<file path="config.mk">
export PLATFORM = sky130hd
export DESIGN_NAME = ex_pipe_top
export DESIGN_NICKNAME = d
export VERILOG_FILES = /design/src/rv_ex_pkg.sv /design/src/alu.sv /design/src/forward_unit.sv /design/src/execute.sv /design/src/pipe_stage.sv /design/src/ex_pipe_top.sv
export SDC_FILE = /design/constraint.sdc
export NUM_CORES = 1
export LEC_CHECK = 0
export ABC_AREA = 1
export BUFFER_PORTS_ARGS = -buffer_cell sky130_fd_sc_hd__buf_2
export CAP_MARGIN = 20
export CORE_UTILIZATION = 40
export CTS_CLUSTER_DIAMETER = 150
export DETAILED_ROUTE_END_ITERATION = 10
export PLACE_DENSITY = 0.54
export SLEW_MARGIN = 10
export SYNTH_ARGS = -nofsm -noshare
export SYNTH_HDL_FRONTEND = slang
export SYNTH_SLANG_ARGS = --single-unit
</file>
<file path="constraint.sdc">
create_clock -name clk -period 8.1 [get_ports clk]
set_clock_uncertainty 0.2 [all_clocks]
set_input_delay 1.62 -clock clk [delete_from_list [all_inputs] [get_ports clk]]
set_output_delay 1.62 -clock clk [all_outputs]
set_load 0.005 [all_outputs]
</file>
<file path="src/rv_ex_pkg.sv">
`default_nettype none

package rv_ex_pkg;

    localparam int unsigned xlen  = 32;
    localparam int unsigned rf_aw = 5;  // Register index width.

    // Branch comparison codes, as carried in funct3.
    localparam logic [2:0] f3_beq  = 3'b000;
    localparam logic [2:0] f3_bne  = 3'b001;
    localparam logic [2:0] f3_blt  = 3'b100;
    localparam logic [2:0] f3_bge  = 3'b101;
    localparam logic [2:0] f3_bltu = 3'b110;
    localparam logic [2:0] f3_bgeu = 3'b111;

    typedef enum logic [3:0] {
        alu_add    = 4'd0,
        alu_sub    = 4'd1,
        alu_and    = 4'd2,
        alu_or     = 4'd3,
        alu_xor    = 4'd4,
        alu_sll    = 4'd5,
        alu_srl    = 4'd6,
        alu_sra    = 4'd7,
        alu_slt    = 4'd8,
        alu_sltu   = 4'd9,
        alu_pass_b = 4'd10   // Result is operand b, used for lui.
    } alu_op_e;

    // Operand source, same order as the forwarding mux inputs.
    typedef enum logic [1:0] {
        fwd_rf  = 2'b00,
        fwd_wb  = 2'b01,
        fwd_mem = 2'b10
    } fwd_sel_e;

    typedef struct packed {
        logic             valid;
        alu_op_e          alu_ctrl;
        logic             alu_src;   // Operand b from imm_ext.
        logic [xlen-1:0]  rd1;
        logic [xlen-1:0]  rd2;
        logic [xlen-1:0]  pc;
        logic [xlen-1:0]  imm_ext;
        logic             branch;
        logic             jump;
        logic             jalr;
        logic [2:0]       funct3;
        logic [rf_aw-1:0] rs1;
        logic [rf_aw-1:0] rs2;
        logic [rf_aw-1:0] rd;
        logic             rs1_used;
        logic             rs2_used;
        logic             reg_write;
    } id_ex_t;

    typedef struct packed {
        logic             valid;
        logic [rf_aw-1:0] rd;
        logic             reg_write;
        logic [xlen-1:0]  alu_result;
        logic [xlen-1:0]  write_data;  // Forwarded rs2, kept for the store path.
    } ex_mem_t;

    typedef struct packed {
        logic             valid;
        logic [rf_aw-1:0] rd;
        logic             reg_write;
        logic [xlen-1:0]  result;
    } mem_wb_t;

    typedef struct packed {
        logic            valid;
        logic [xlen-1:0] target;
    } redirect_t;

endpackage

`default_nettype wire

</file>
<file path="src/alu.sv">
`timescale 1ns/1ps
`default_nettype none

module alu (
    input  logic [rv_ex_pkg::xlen-1:0] aluop1,
    input  logic [rv_ex_pkg::xlen-1:0] aluop2,
    input  rv_ex_pkg::alu_op_e         aluctrl,
    input  logic [2:0]                 funct3,
    output logic [rv_ex_pkg::xlen-1:0] aluout,
    output logic                       cond
);

    import rv_ex_pkg::*;

    logic [4:0] shamt;
    logic       eq;
    logic       lt_s;
    logic       lt_u;

    assign shamt = aluop2[4:0];   // Only the low five bits shift.
    assign eq    = (aluop1 == aluop2);
    assign lt_s  = ($signed(aluop1) < $signed(aluop2));
    assign lt_u  = (aluop1 < aluop2);

    always_comb begin
        unique case (aluctrl)
            alu_add:    aluout = aluop1 + aluop2;
            alu_sub:    aluout = aluop1 - aluop2;
            alu_and:    aluout = aluop1 & aluop2;
            alu_or:     aluout = aluop1 | aluop2;
            alu_xor:    aluout = aluop1 ^ aluop2;
            alu_sll:    aluout = aluop1 << shamt;
            alu_srl:    aluout = aluop1 >> shamt;
            alu_sra:    aluout = $unsigned($signed(aluop1) >>> shamt);
            alu_slt:    aluout = {{(xlen-1){1'b0}}, lt_s};
            alu_sltu:   aluout = {{(xlen-1){1'b0}}, lt_u};
            alu_pass_b: aluout = aluop2;
            default:    aluout = '0;
        endcase
    end

    // Branch condition from the same operands.
    always_comb begin
        case (funct3)
            f3_beq:  cond = eq;
            f3_bne:  cond = !eq;
            f3_blt:  cond = lt_s;
            f3_bge:  cond = !lt_s;
            f3_bltu: cond = lt_u;
            f3_bgeu: cond = !lt_u;
            default: cond = 1'b0;  // 010 and 011 are not branches.
        endcase
    end

endmodule

`default_nettype wire

</file>
<file path="src/forward_unit.sv">
`timescale 1ns/1ps
`default_nettype none

module forward_unit (
    input  rv_ex_pkg::id_ex_t  ex_in,
    input  rv_ex_pkg::ex_mem_t mem_q,
    input  rv_ex_pkg::mem_wb_t wb,
    output rv_ex_pkg::fwd_sel_e fwd_rs1,
    output rv_ex_pkg::fwd_sel_e fwd_rs2
);

    import rv_ex_pkg::*;

    // EX/MEM is younger, so it is checked first.
    function automatic fwd_sel_e pick_src(
        input logic [rf_aw-1:0] rs,
        input logic             used,
        input ex_mem_t          m,
        input mem_wb_t          w
    );
        fwd_sel_e sel;
        sel = fwd_rf;
        if (used && (rs != '0)) begin
            if (m.valid && m.reg_write && (m.rd == rs)) begin
                sel = fwd_mem;
            end else if (w.valid && w.reg_write && (w.rd == rs)) begin
                sel = fwd_wb;
            end
        end
        return sel;
    endfunction

    always_comb begin
        fwd_rs1 = pick_src(ex_in.rs1, ex_in.rs1_used, mem_q, wb);
        fwd_rs2 = pick_src(ex_in.rs2, ex_in.rs2_used, mem_q, wb);
    end

endmodule

`default_nettype wire

</file>
<file path="src/execute.sv">
`timescale 1ns/1ps
`default_nettype none

module execute (
    input  rv_ex_pkg::id_ex_t          ex_in,
    input  rv_ex_pkg::fwd_sel_e        fwd_rs1,
    input  rv_ex_pkg::fwd_sel_e        fwd_rs2,
    input  logic [rv_ex_pkg::xlen-1:0] alu_result_m,
    input  logic [rv_ex_pkg::xlen-1:0] result_w,
    output rv_ex_pkg::ex_mem_t         ex_out,
    output rv_ex_pkg::redirect_t       redirect
);

    import rv_ex_pkg::*;

    logic [xlen-1:0] src_a;
    logic [xlen-1:0] fwd_b;      // Forwarded rs2 before the immediate mux.
    logic [xlen-1:0] src_b;
    logic [xlen-1:0] alu_res;
    logic [xlen-1:0] pc_imm;
    logic [xlen-1:0] jalr_target;
    logic            cond;
    logic            take;

    function automatic logic [xlen-1:0] fwd_mux(
        input fwd_sel_e        sel,
        input logic [xlen-1:0] rf_val,
        input logic [xlen-1:0] mem_val,
        input logic [xlen-1:0] wb_val
    );
        logic [xlen-1:0] v;
        case (sel)
            fwd_mem: v = mem_val;
            fwd_wb:  v = wb_val;
            default: v = rf_val;
        endcase
        return v;
    endfunction

    assign src_a = fwd_mux(fwd_rs1, ex_in.rd1, alu_result_m, result_w);
    assign fwd_b = fwd_mux(fwd_rs2, ex_in.rd2, alu_result_m, result_w);
    assign src_b = ex_in.alu_src ? ex_in.imm_ext : fwd_b;

    alu u_alu (
        .aluop1  (src_a),
        .aluop2  (src_b),
        .aluctrl (ex_in.alu_ctrl),
        .funct3  (ex_in.funct3),
        .aluout  (alu_res),
        .cond    (cond)
    );

    assign pc_imm      = ex_in.pc + ex_in.imm_ext;
    assign jalr_target = {alu_res[xlen-1:1], 1'b0};  // rs1 + imm, low bit cleared.

    assign take = ex_in.jump || (ex_in.branch && cond);

    always_comb begin
        redirect.valid  = ex_in.valid && take;
        redirect.target = ex_in.jalr ? jalr_target : pc_imm;
    end

    always_comb begin
        ex_out.valid      = ex_in.valid;
        ex_out.rd         = ex_in.rd;
        ex_out.reg_write  = ex_in.reg_write;
        ex_out.alu_result = alu_res;
        ex_out.write_data = fwd_b;
    end

endmodule

`default_nettype wire

</file>
<file path="src/pipe_stage.sv">
`timescale 1ns/1ps
`default_nettype none

module pipe_stage #(
    parameter type payload_t = rv_ex_pkg::mem_wb_t
) (
    input  logic     clk,
    input  logic     rst_n,
    input  logic     flush,
    input  payload_t d,
    output payload_t q
);

    // Flush kills the entry but keeps its payload bits.
    always_ff @(posedge clk) begin
        if (!rst_n) begin
            q <= '0;
        end else begin
            q <= d;
            if (flush) begin
                q.valid <= 1'b0;
            end
        end
    end

endmodule

`default_nettype wire

</file>
<file path="src/ex_pipe_top.sv">
`timescale 1ns/1ps
`default_nettype none

module ex_pipe_top (
    input  logic                 clk,
    input  logic                 rst_n,
    input  rv_ex_pkg::id_ex_t    issue,
    output rv_ex_pkg::redirect_t redirect,
    output rv_ex_pkg::mem_wb_t   wb
);

    import rv_ex_pkg::*;

    id_ex_t   ex_in;
    ex_mem_t  ex_out;
    ex_mem_t  mem_q;
    mem_wb_t  mem_d;    // MEM stage output, no memory access here.
    fwd_sel_e fwd_rs1;
    fwd_sel_e fwd_rs2;

    // A redirect kills the instruction entering EX behind it.
    pipe_stage #(.payload_t(id_ex_t)) u_id_ex (
        .clk   (clk),
        .rst_n (rst_n),
        .flush (redirect.valid),
        .d     (issue),
        .q     (ex_in)
    );

    forward_unit u_fwd (
        .ex_in   (ex_in),
        .mem_q   (mem_q),
        .wb      (wb),
        .fwd_rs1 (fwd_rs1),
        .fwd_rs2 (fwd_rs2)
    );

    execute u_ex (
        .ex_in        (ex_in),
        .fwd_rs1      (fwd_rs1),
        .fwd_rs2      (fwd_rs2),
        .alu_result_m (mem_q.alu_result),
        .result_w     (wb.result),
        .ex_out       (ex_out),
        .redirect     (redirect)
    );

    pipe_stage #(.payload_t(ex_mem_t)) u_ex_mem (
        .clk   (clk),
        .rst_n (rst_n),
        .flush (1'b0),
        .d     (ex_out),
        .q     (mem_q)
    );

    always_comb begin
        mem_d.valid     = mem_q.valid;
        mem_d.rd        = mem_q.rd;
        mem_d.reg_write = mem_q.reg_write;
        mem_d.result    = mem_q.alu_result;  // No loads, so the ALU result is final.
    end

    pipe_stage #(.payload_t(mem_wb_t)) u_mem_wb (
        .clk   (clk),
        .rst_n (rst_n),
        .flush (1'b0),
        .d     (mem_d),
        .q     (wb)
    );

endmodule

`default_nettype wire

</file>
# After elaboration in Yosys (flattened, before gate mapping)
# Cells that the tools add are included.
[totals] input_bits=160 wordCells=92 register_bits=236 output_inout_bits=72
[classes] magnitude_cmp=2 n_mux=12 addsub=3 n_shift=3 n_eq_ne=24 n_reduce_logical=19 bitwise=4
[op_table] op="case mux 32 bit (11 select lines)" count=1
[op_table] op="case mux 32 bit (2 select lines)" count=2
[op_table] op="adder 32 bit" count=2
[op_table] op="< comparator 32 bit" count=2
[op_table] op="two-way mux 32 bit" count=2
[op_table] op="AND 32 bit" count=1
[op_table] op="equality test 32 bit" count=1
[op_table] op="OR 32 bit" count=1
[op_table] op="<< shifter 32 x 5 -> 32 bit" count=1
[op_table] op="right shift 32 x 5 -> 32 bit" count=1
[op_table] op=">>> shifter 32 x 5 -> 32 bit" count=1
[op_table] op="subtractor 32 bit" count=1
[op_table] op="XOR 32 bit" count=1
[op_table] op="equality test 5 bit" count=4
[op_table] op="equality test 4 x 3 -> 1 bit, second input constant" count=4
[op_table] op="equality test 3 bit, second input constant" count=4
[op_table] op="equality test 4 bit, second input constant" count=3
[op_table] op="logical AND 1 bit" count=10
[op_table] op="nonzero test 5 bit" count=2
[op_table] op="equality test 4 x 2 -> 1 bit, second input constant" count=2
[op_table] op="two-way mux 2 bit" count=4
[op_table] op="case mux 1 bit (6 select lines)" count=1
[op_table] op="equality test 2 x 1 -> 1 bit, second input constant" count=2
[op_table] op="equality test 2 bit, second input constant" count=2
[op_table] op="9 further kinds" count=12

# Logic depth before layout (Yosys ltp)
# Gate-level depths: netlist (run 1).
[depth] ltp_word=15 mapped_depth=38 mapped_depth_nobuf=35

# By module
# From an unflattened synthesis (run 1), not the netlist that was laid out.
[hier_totals] hier_cells=4040 area_unflattened_um2=22800.6
[by_module_without_submodules] module="alu" seq_area_each_um2=0.0 n_inst=1 area_each_um2=10212.3 cells_each=2118
[by_module_without_submodules] module="pipe_stage (u_id_ex)" seq_area_each_um2=3163.0 n_inst=1 area_each_um2=4523.1 cells_each=492
[by_module_without_submodules] module="execute" seq_area_each_um2=0.0 n_inst=1 area_each_um2=4504.3 cells_each=987
[by_module_without_submodules] module="pipe_stage (u_ex_mem)" seq_area_each_um2=1421.4 n_inst=1 area_each_um2=2040.7 cells_each=221
[by_module_without_submodules] module="pipe_stage (u_mem_wb)" seq_area_each_um2=780.7 n_inst=1 area_each_um2=1102.3 cells_each=121
[by_module_without_submodules] module="forward_unit" seq_area_each_um2=0.0 n_inst=1 area_each_um2=414.1 cells_each=100
[by_module_without_submodules] module="ex_pipe_top" seq_area_each_um2=0.0 n_inst=1 area_each_um2=3.8 cells_each=1

# Worst setup path after synthesis (run 1)
# OpenSTA, ideal clock, no wires.
[synth_timing] path_kind="reg-to-output" start="register u_id_ex.q[12] (netlist bit)" end="output port redirect[32] (netlist bit)" path_slack_ns=1.969 n_path_buf=5 stages_incl_launch_ff=31 t_required_ns=6.280 t_arrival_ns=4.311 path_cell_list="dfxtp_1 inv_1 nor2_1 a2111oi_0 nand2_1 a2111oi_0 inv_1 nor2_1 inv_1 ha_1 buf_4 a21oi_1 nand2_1 o21ai_2 buf_2 buf_2 ha_1 buf_2 a21oi_1 o21ai_1 nand2_1 nand2_2 nand2_1 nand2_1 nand2_1 nand2_1 o21ai_0 nand2_1 o21ai_1 a21boi_0 buf_4"
[synth_via] elab_chain_cells=14 elab_cells_between_ends=23 cone_classes="order compare: 2; eq/ne: 5; mux: 6; reduce/logical: 10"
[synth_lines] element="start, declared" line_no="pipe_stage.sv:11" rtl="output payload_t q"
[synth_lines] element="equality test 5 bit" line_no="forward_unit.sv:26" rtl="end else if (w.valid && w.reg_write && (w.rd == rs)) begin"
[synth_lines] element="logical AND 1 bit" line_no="forward_unit.sv:26"
[synth_lines] element="two-way mux 1 bit" line_no="forward_unit.sv:26"
[synth_lines] element="two-way mux 2 bit" line_no="forward_unit.sv:24" rtl="if (m.valid && m.reg_write && (m.rd == rs)) begin"
[synth_lines] element="two-way mux 2 bit *" line_no="forward_unit.sv:23" rtl="if (used && (rs != '0)) begin"
[synth_lines] element="equality test 2 x 1 -> 1 bit / equality test 2 bit (equally long branches)" line_no="execute.sv:32" rtl="case (sel)"
[synth_lines] element="case mux 32 bit (2 select lines) *" line_no="execute.sv:32"
[synth_lines] element="two-way mux 32 bit *" line_no="execute.sv:42" rtl="assign src_b = ex_in.alu_src ? ex_in.imm_ext : fwd_b;"
[synth_lines] element="< comparator 32 bit, or another cell as far along" line_no="alu.sv:23" rtl="assign lt_u = (aluop1 < aluop2);"
[synth_lines] element="zero test 1 bit (on tied branches)" line_no="alu.sv:50, alu.sv:46, alu.sv:48"
[synth_lines] element="case mux 1 bit (6 select lines) *" line_no="alu.sv:44" rtl="case (funct3)"
[synth_lines] element="logical AND 1 bit *" line_no="execute.sv:56" rtl="assign take = ex_in.jump || (ex_in.branch && cond);"
[synth_lines] element="logical OR 1 bit *" line_no="execute.sv:56"
[synth_lines] element="logical AND 1 bit *" line_no="execute.sv:59" rtl="redirect.valid = ex_in.valid && take;"
[synth_lines] element="end, declared" line_no="ex_pipe_top.sv:8" rtl="output rv_ex_pkg::redirect_t redirect,"
# Every way passes the cells marked *; elsewhere a longest branch is shown, timed or not.

==> results of run 1 <==
## final cells by class
type                       instances  area, um^2
tap                              680         851
fill                            5603       27800
clock inverter                     5        36.3
multi-input combinational       2628       13600
sequential                       236        4730
inverter                         496        1870
antenna                            2        5.00
timing repair buffer             312        1770
clock buffer                      36         687
## routing by layer
layer  track usage [%]  vias to the layer above  share of wire, %  wire, um
met3              6.54                      291               9.5     10000
met4              19.9                        2               6.1      6420
met1              48.3                    11585                40     41800
met2              63.4                     1503                45     47500
li1                  -                    11728                 -         -
met5                 0                        -             0.015        16
## how the worst max path moves through the flow
stage,end,cells past startpoint
5_1_grt,redirect[20],31
2_1_floorplan,redirect[32],30
3_5_place_dp,redirect[30],26
4_1_cts,redirect[23],26
6_report,redirect[4],23
3_3_place_gp,redirect[30],26
## stage by stage
stage	setup slack, ps	setup TNS [ps]	hold slack (ps)
6_report	144	0	214
5_1_grt	5.30	0	222
4_1_cts	11.4	0	215
3_5_place_dp	-100	-100	201
3_3_place_gp	-351	-698	196
2_1_floorplan	1970	0	190
## repair_timing
| action | 4_1_cts | 5_1_grt |
|---|---|---|
| setup endpoints to repair | 20 | 28 |
| pin swaps | 0 | 6 |
| setup buffers | 0 | 6 |
| gates resized for setup | 11 | 65 |
## logic make-up (layout without fill, tap and decap cells)
| group | Yosys count | count (layout) |
|---|---|---|
| and+or+nand+nor | 1947 | 1947 |
| buffers and inverters | 658 | 849 |
| AOI/OAI and AO/OA | 520 | 520 |
| DFF | 236 | 236 |
| adders and majority gates | 135 | 135 |
| xor gates and xnor gates | 26 | 26 |
| other | 0 | 2 |
## sequential cells by signal, indices dropped and copies added (netlist names)
register / flops
u_ex_mem.q: 39
u_id_ex.q: 158
u_mem_wb.q: 39
## critical path, cell delays in order (launching register included)
cell and delay (ps):
sky130_fd_sc_hd__dfxtp_1 330, sky130_fd_sc_hd__inv_1 120, sky130_fd_sc_hd__nor2_1 60, sky130_fd_sc_hd__a2111oi_1 350, sky130_fd_sc_hd__nand2_1 160, sky130_fd_sc_hd__a2111oi_4 240
sky130_fd_sc_hd__inv_1 110, sky130_fd_sc_hd__nor2_1 160, sky130_fd_sc_hd__inv_1 70, sky130_fd_sc_hd__ha_2 320, sky130_fd_sc_hd__buf_4 210, sky130_fd_sc_hd__a21oi_1 180
sky130_fd_sc_hd__nand2_1 140, sky130_fd_sc_hd__nand2_2 150, sky130_fd_sc_hd__buf_4 580, sky130_fd_sc_hd__nand3_1 250, sky130_fd_sc_hd__o21ai_1 160, sky130_fd_sc_hd__nand2_1 90
sky130_fd_sc_hd__nand3_1 120, sky130_fd_sc_hd__nand2_1 80, sky130_fd_sc_hd__o21ai_0 780, sky130_fd_sc_hd__nand2_1 430, sky130_fd_sc_hd__a31oi_1 290, sky130_fd_sc_hd__buf_2 150
## power breakdown
| part | internal [mW] | switching, mW | total [mW] |
|---|---|---|---|
| clock network | 0.587 | 0.473 | 1.06 |
| registers | 1.23 | 0.0660 | 1.30 |
| logic | 0.388 | 0.915 | 1.30 |
## placed cells by master (no fill, tap or decap), drive strengths merged, types with 17 or more instances in the layout
cell       n
o21ai    172
nor2     278
clkbuf    36
nor3      32
dfxtp    236
nand3    502
o22ai     18
ha       133
nand4     29
nand2   1054
a21oi    194
buf      312
or2       29
o211ai    17
inv      493
a22oi     23
==> results.json, run 1 <==
{
  "netlist_area_um2": 20700,
  "total_die_area_um2": 52800,
  "hold_class": "flip-flop to flip-flop",
  "critPathKind": "flip-flop to output port",
  "port-buffer-count": 231,
  "detail_route.wirelength_um": 106000,
  "synth_cell_type_count": 58,
  "timing.rr.end": "u_ex_mem.q[32]",
  "clk-insertion-delay-late_ps": 540,
  "critical_path_end_type": "output port",
  "required_ps": 6280,
  "gp_congestion": 1.14,
  "cts_tree": "done",
  "detail_route.first_pass.iterations": 10,
  "cp_max_fo": 65,
  "fin_area_um2": 23500,
  "synthMuxAreaShare_pct": 0,
  "reg_to_reg_slack_setup_ps": 2290,
  "worst_hold_path.endpoint": "u_ex_mem.q[69]",
  "cts.root.buffer_cell": "sky130_fd_sc_hd__clkbuf_16",
  "utilization_pct": 45.9,
  "instance_count_after_placement_with_tap_cells_included": 4346,
  "post_synth_fa_ha_maj_area_fraction_pct": 8.21,
  "synth_simple_gate_area_share_pct": 40.2,
  "floorplan.core_area_um2": 51300,
  "critical_path.startpoint_type": "flip-flop",
  "rsz0062_at_grt": "false",
  "asyncSetResetFlopFracSynth_pct": 0,
  "antenna_found_initial": 5,
  "critical_path.reg2reg.startpoint": "u_id_ex.q[10]",
  "ctsLongestPathBuffers": 3,
  "worst_hold_path.num_cells": 2,
  "grt_start_max_net_pins": 81,
  "clock.fmax_mhz": 126,
  "slew_violations": 0,
  "drt-vias-per-instance": 5.71,
  "worst_hold_startpoint": "u_id_ex.q[7]",
  "cts_made_buffers": 25,
  "globalRoute.totalOverflow": 0,
  "layout.cells.non_filler": 4395,
  "syn-mean-instance-area_um2": 5.89,
  "ys_seq_area_share_pct": 22.8,
  "avgRoutedWirePerCell_um": 24.1,
  "synthDominantAreaCellType": "sky130_fd_sc_hd__dfxtp_1",
  "area_delta_synth_final_pct": 13.4,
  "yosysWarningCount": 0,
  "floorplan.initialDensity_pct": 40.4,
  "share_of_the_clock_period_used_by_the_worst_path_pct": 98.2,
  "post-layout-total-power_mw": 3.66,
  "syn_inst": 3522,
  "yosys_register_bits": 236,
  "synthesis.nets": 3817,
  "cellPowerDensity_nw_per_um2": 156,
  "sink_count": 236,
  "synth_compound_gate_area_share_pct": 14.6,
  "dieHeight_um": 230,
  "vdd_ir_drop_max_mv": 0.174,
  "cap_viol_max_count": 0,
  "standard_cell_rows": 83,
  "report.final.hold_viol_count": 0,
  "count_leader_synth": "sky130_fd_sc_hd__nand2_1",
  "dp_hpwl_um": 86700,
  "slew_worst_pin_ps": 984,
  "synthXorXnorAreaFrac_pct": 1.10,
  "total_leakage_power_nw": 12.8,
  "first_global_vias": 23436,
  "main_combinational_cell_family_by_area_after_synthesis": "simple AND/OR/NAND/NOR gates",
  "groute.usage.overall_pct": 38.6,
  "synth_top_area_share_pct": 22.8,
  "critPathArrivalTime_ps": 6140,
  "postCtsHoldBufs": 0,
  "synth_common_cells": "sky130_fd_sc_hd__nand2_1 (1034), sky130_fd_sc_hd__nand3_1 (488), sky130_fd_sc_hd__inv_1 (482)",
  "grt_first_pass_wirelength_um": 151000,
  "route.antenna.remaining_nets": 0,
  "clock_tree.htree_level_count": 1,
  "most_used_flip_flop_cell_after_synthesis": "sky130_fd_sc_hd__dfxtp_1",
  "crit_path_start": "u_id_ex.q[10]",
  "top_level_ports": 232,
  "period_needed_ps": 7960,
  "die-width_um": 230,
  "layout.nets": 3994,
  "synth.area.top_cells": "sky130_fd_sc_hd__dfxtp_1 (23%), sky130_fd_sc_hd__nand2_1 (19%), sky130_fd_sc_hd__nand3_1 (12%), sky130_fd_sc_hd__inv_1 (8.7%), sky130_fd_sc_hd__ha_1 (8.0%)",
  "first_iter_violations": 3020,
  "synth-edff-count": 0,
  "outcome": "completed",
  "placedInstanceArea_um2": 22500,
  "drive_above_1_share_pct": 12.8,
  "clk_pin_slew_worst_paths_ps": 60,
  "max-slew-margin-rel_pct": 33.7,
  "r2r.worst_path.cells": 26,
  "setup_viol_count_final": 0,
  "detailroute.via_count": 25109,
  "drc_errors": 0
}
Power figures use the tool's default switching activity.
==> inputs of run 2 (changes only) <==
==> constraint.sdc (replaced) <==
create_clock -name clk -period 8.1 [get_ports clk]
set_clock_uncertainty 0.2 [all_clocks]
set_input_delay 0.81 -clock clk [delete_from_list [all_inputs] [get_ports clk]]
set_output_delay 0.81 -clock clk [all_outputs]
set_load 0.005 [all_outputs]
==> run 2 against run 1 <==
Fmax grew 0.95%. Utilization shrank 0.70 points. Flip-flop and latch count is the same. Sequential power is essentially flat. Final cell count shrank 0.75%. Wire length grew 0.54%. Non-clock buffer count shrank 32. Count of clock-buffer cells in the layout shrank 9. Die area is the same. Total power grew 3.6%. Global-route usage grew 0.42 points. Worst setup slack gained 75 ps. Largest power group unchanged. Highest routed layer unchanged.
==> results.json, run 2 (same netlist as run 1, synthesis figures left out) <==
{
  "outcome": "completed",
  "largest-register": "u_id_ex.q",
  "first_global_vias": 23362,
  "layout.cells.non_filler": 4362,
  "die-width_um": 230,
  "gp_congestion": 1.08,
  "critical_path_cell_count": 25,
  "worst_path_largest_cell_delay_ps": 540,
  "detail_route.first_pass.iterations": 6,
  "timing.rr.end": "u_ex_mem.q[32]",
  "detailedPlace.worstSlack_ps": 821,
  "cp-endpoint": "redirect[32]",
  "routed-wl-met3_um": 9170,
  "critical_path.startpoint_type": "flip-flop",
  "total_leakage_power_nw": 12.7,
  "report.final.hold_viol_count": 0,
  "max-slew-margin-rel_pct": 36.0,
  "grt_first_pass_wirelength_um": 152000,
  "family_with_the_most_delay_on_the_worst_path": "simple AND/OR/NAND/NOR gates",
  "critical_path.reg2reg.startpoint": "u_id_ex.q[13]",
  "first_iter_violations": 3050,
  "cellPowerDensity_nw_per_um2": 164,
  "period_needed_ps": 7880,
  "clock.fmax_mhz": 127,
  "required_ps": 7090,
  "cpMaxStageDelayCell": "sky130_fd_sc_hd__ha_1",
  "met1_length_um": 43200,
  "placedInstanceArea_um2": 22300,
  "antenna_found_initial": 1,
  "clk-insertion-delay-late_ps": 560,
  "crit_path_frequent_cell": "sky130_fd_sc_hd__nand2_1",
  "cts_made_buffers": 23,
  "r2r.worst_path.cells": 23,
  "standard_cell_rows": 83,
  "insertedDiodeCount": 0,
  "hold-worst-slack_ps": 207,
  "sink_count": 236,
  "hold_class": "flip-flop to flip-flop",
  "detailroute.via_count": 24923,
  "number_of_flip_flops_in_the_largest_register": 158,
  "reg_to_reg_slack_setup_ps": 1200,
  "area_delta_synth_final_pct": 11.6,
  "grt_start_max_net_pins": 103,
  "critPathKind": "flip-flop to output port",
  "cts.root.buffer_cell": "sky130_fd_sc_hd__clkbuf_16",
  "slew_violations": 0,
  "slew_worst_pin_ps": 950,
  "fin_tns_setup_ps": 0,
  "ctsLongestPathBuffers": 3,
  "drt-vias-per-instance": 5.71,
  "fin_area_um2": 23200,
  "critical_path_end_type": "output port",
  "vdd_ir_drop_max_mv": 0.183,
  "dp_hpwl_um": 87300,
  "crit_path_start": "u_id_ex.q[13]",
  "globalRoute.totalOverflow": 0,
  "worst_path_buf_inv": 6,
  "total_die_area_um2": 52800,
  "dieHeight_um": 230,
  "critPathArrivalTime_ps": 6870,
  "post-cts-setup-buffer-count": 0,
  "drive_above_1_share_pct": 10.8,
  "cp_max_fo": 36,
  "rsz0062_at_grt": "false",
  "final_cell_mix": "sky130_fd_sc_hd__nand2_1 (1033), sky130_fd_sc_hd__nand3_1 (488), sky130_fd_sc_hd__inv_1 (482), sky130_fd_sc_hd__nor2_1 (275), sky130_fd_sc_hd__dfxtp_1 (234)",
  "routed-wl-met2_um": 47200,
  "groute.usage.overall_pct": 39.0,
  "instance_count_after_placement_with_tap_cells_included": 4320,
  "layout.nets": 3960,
  "port-buffer-count": 231,
  "routed.top_layer": "met5",
  "floorplan.initialDensity_pct": 40.4,
  "clk_pin_slew_worst_paths_ps": 70,
  "drc_errors": 0,
  "detail_route.wirelength_um": 106000,
  "floorplan.core_area_um2": 51300,
  "largest_registers": "u_id_ex.q: 158 flops, u_ex_mem.q: 39 flops, u_mem_wb.q: 39 flops",
  "avgRoutedWirePerCell_um": 24.4,
  "layout_commonest_cell": "sky130_fd_sc_hd__nand2_1",
  "top_level_ports": 232,
  "cap_viol_max_count": 0,
  "clock_tree.htree_level_count": 1,
  "share_of_the_clock_period_used_by_the_worst_path_pct": 97.3,
  "cts_tree": "done",
  "post-route-worst-setup-slack_ps": 219,
  "setup_viol_count_final": 0,
  "route.antenna.remaining_nets": 0
}
==> run 2: cell count changes in the layout (fill, tap and decap cells not counted), moves of 5 or more <==
cell,change
sky130_fd_sc_hd__a22oi_1,+15
sky130_fd_sc_hd__a22oi_2,-15
sky130_fd_sc_hd__buf_4,-32
sky130_fd_sc_hd__bufinv_16,+6
sky130_fd_sc_hd__clkbuf_1,-6
sky130_fd_sc_hd__ha_1,+16
sky130_fd_sc_hd__ha_2,-15
sky130_fd_sc_hd__nor2_1,+9
sky130_fd_sc_hd__nor2_2,-8
sky130_fd_sc_hd__o21ai_0,+8
sky130_fd_sc_hd__o21ai_1,-5
==> run 2: how the worst min path moves through the flow <==
stage                       startpoint  slack [ps]  cells past startpoint        endpoint
after floorplan           u_id_ex.q[0]         190                      2  u_ex_mem.q[64]
after global placement    u_id_ex.q[6]         200                      2  u_ex_mem.q[68]
after detailed placement  u_id_ex.q[7]         200                      2  u_ex_mem.q[69]
after CTS                 u_id_ex.q[7]         210                      2  u_ex_mem.q[69]
after global routing         issue[19]         230                      3   u_id_ex.q[19]
final                     u_id_ex.q[7]         210                      2  u_ex_mem.q[69]
==> run 2: what timing repair did <==
action | in CTS | in global routing
hold buffers | 0 | 0
endpoints found under the hold margin | 0 | 0
endpoints found under the setup margin | 0 | 12
resized for setup | 0 | 6
==> run 2: cell type report <==
| class | instances | area [um^2] |
|---|---|---|
| flip-flops and latches | 236 | 4730 |
| inverters | 496 | 1860 |
| repair buffers | 280 | 1530 |
| clock inverters | 15 | 251 |
| well taps | 680 | 851 |
| fillers | 5662 | 28100 |
| clock buffers | 27 | 601 |
| multi-input cells | 2628 | 13300 |
==> run 2: metal layers <==
layer	vias to the layer above	global-route usage, %
li1	11632	-
met1	11550	50.1
met4	2	21.4
met5	-	0
met3	261	5.44
met2	1478	62.9
==> run 2: power by group <==
group | switching [mW] | leakage (nW) | total, mW | internal, mW
clock network | 0.488 | 0.411 | 1.22 | 0.732
registers | 0.0663 | 1.96 | 1.30 | 1.23
logic | 0.912 | 10.4 | 1.27 | 0.361
total | 1.47 | 12.7 | 3.79 | 2.33
==> run 2: through the flow <==
step,util [%],power [mW]
5_1_grt,45.1,3.95
3_3_place_gp,43.5,2.54
3_5_place_dp,43.5,2.54
6_report,45.1,3.79
4_1_cts,45.1,3.76
2_1_floorplan,-,2.06
==> run 2: worst reg2reg max path: stages, from the launching register on <==
cell and delay (ps):
sky130_fd_sc_hd__dfxtp_1 410, sky130_fd_sc_hd__nor2_1 80, sky130_fd_sc_hd__nor4_1 240, sky130_fd_sc_hd__nand3_1 100, sky130_fd_sc_hd__a211oi_1 340, sky130_fd_sc_hd__nand3_1 180, sky130_fd_sc_hd__ha_1 340, sky130_fd_sc_hd__inv_2 530
sky130_fd_sc_hd__buf_4 310, sky130_fd_sc_hd__nand3_1 100, sky130_fd_sc_hd__nand2_1 260, sky130_fd_sc_hd__inv_1 120, sky130_fd_sc_hd__ha_1 540, sky130_fd_sc_hd__inv_1 200, sky130_fd_sc_hd__a21oi_1 370, sky130_fd_sc_hd__o21ai_0 350
sky130_fd_sc_hd__nor2_1 270, sky130_fd_sc_hd__nand2_1 190, sky130_fd_sc_hd__buf_4 220, sky130_fd_sc_hd__nand2_1 110, sky130_fd_sc_hd__nand3_1 320, sky130_fd_sc_hd__nor3_1 400, sky130_fd_sc_hd__nor3_1 90, sky130_fd_sc_hd__a21oi_1 470
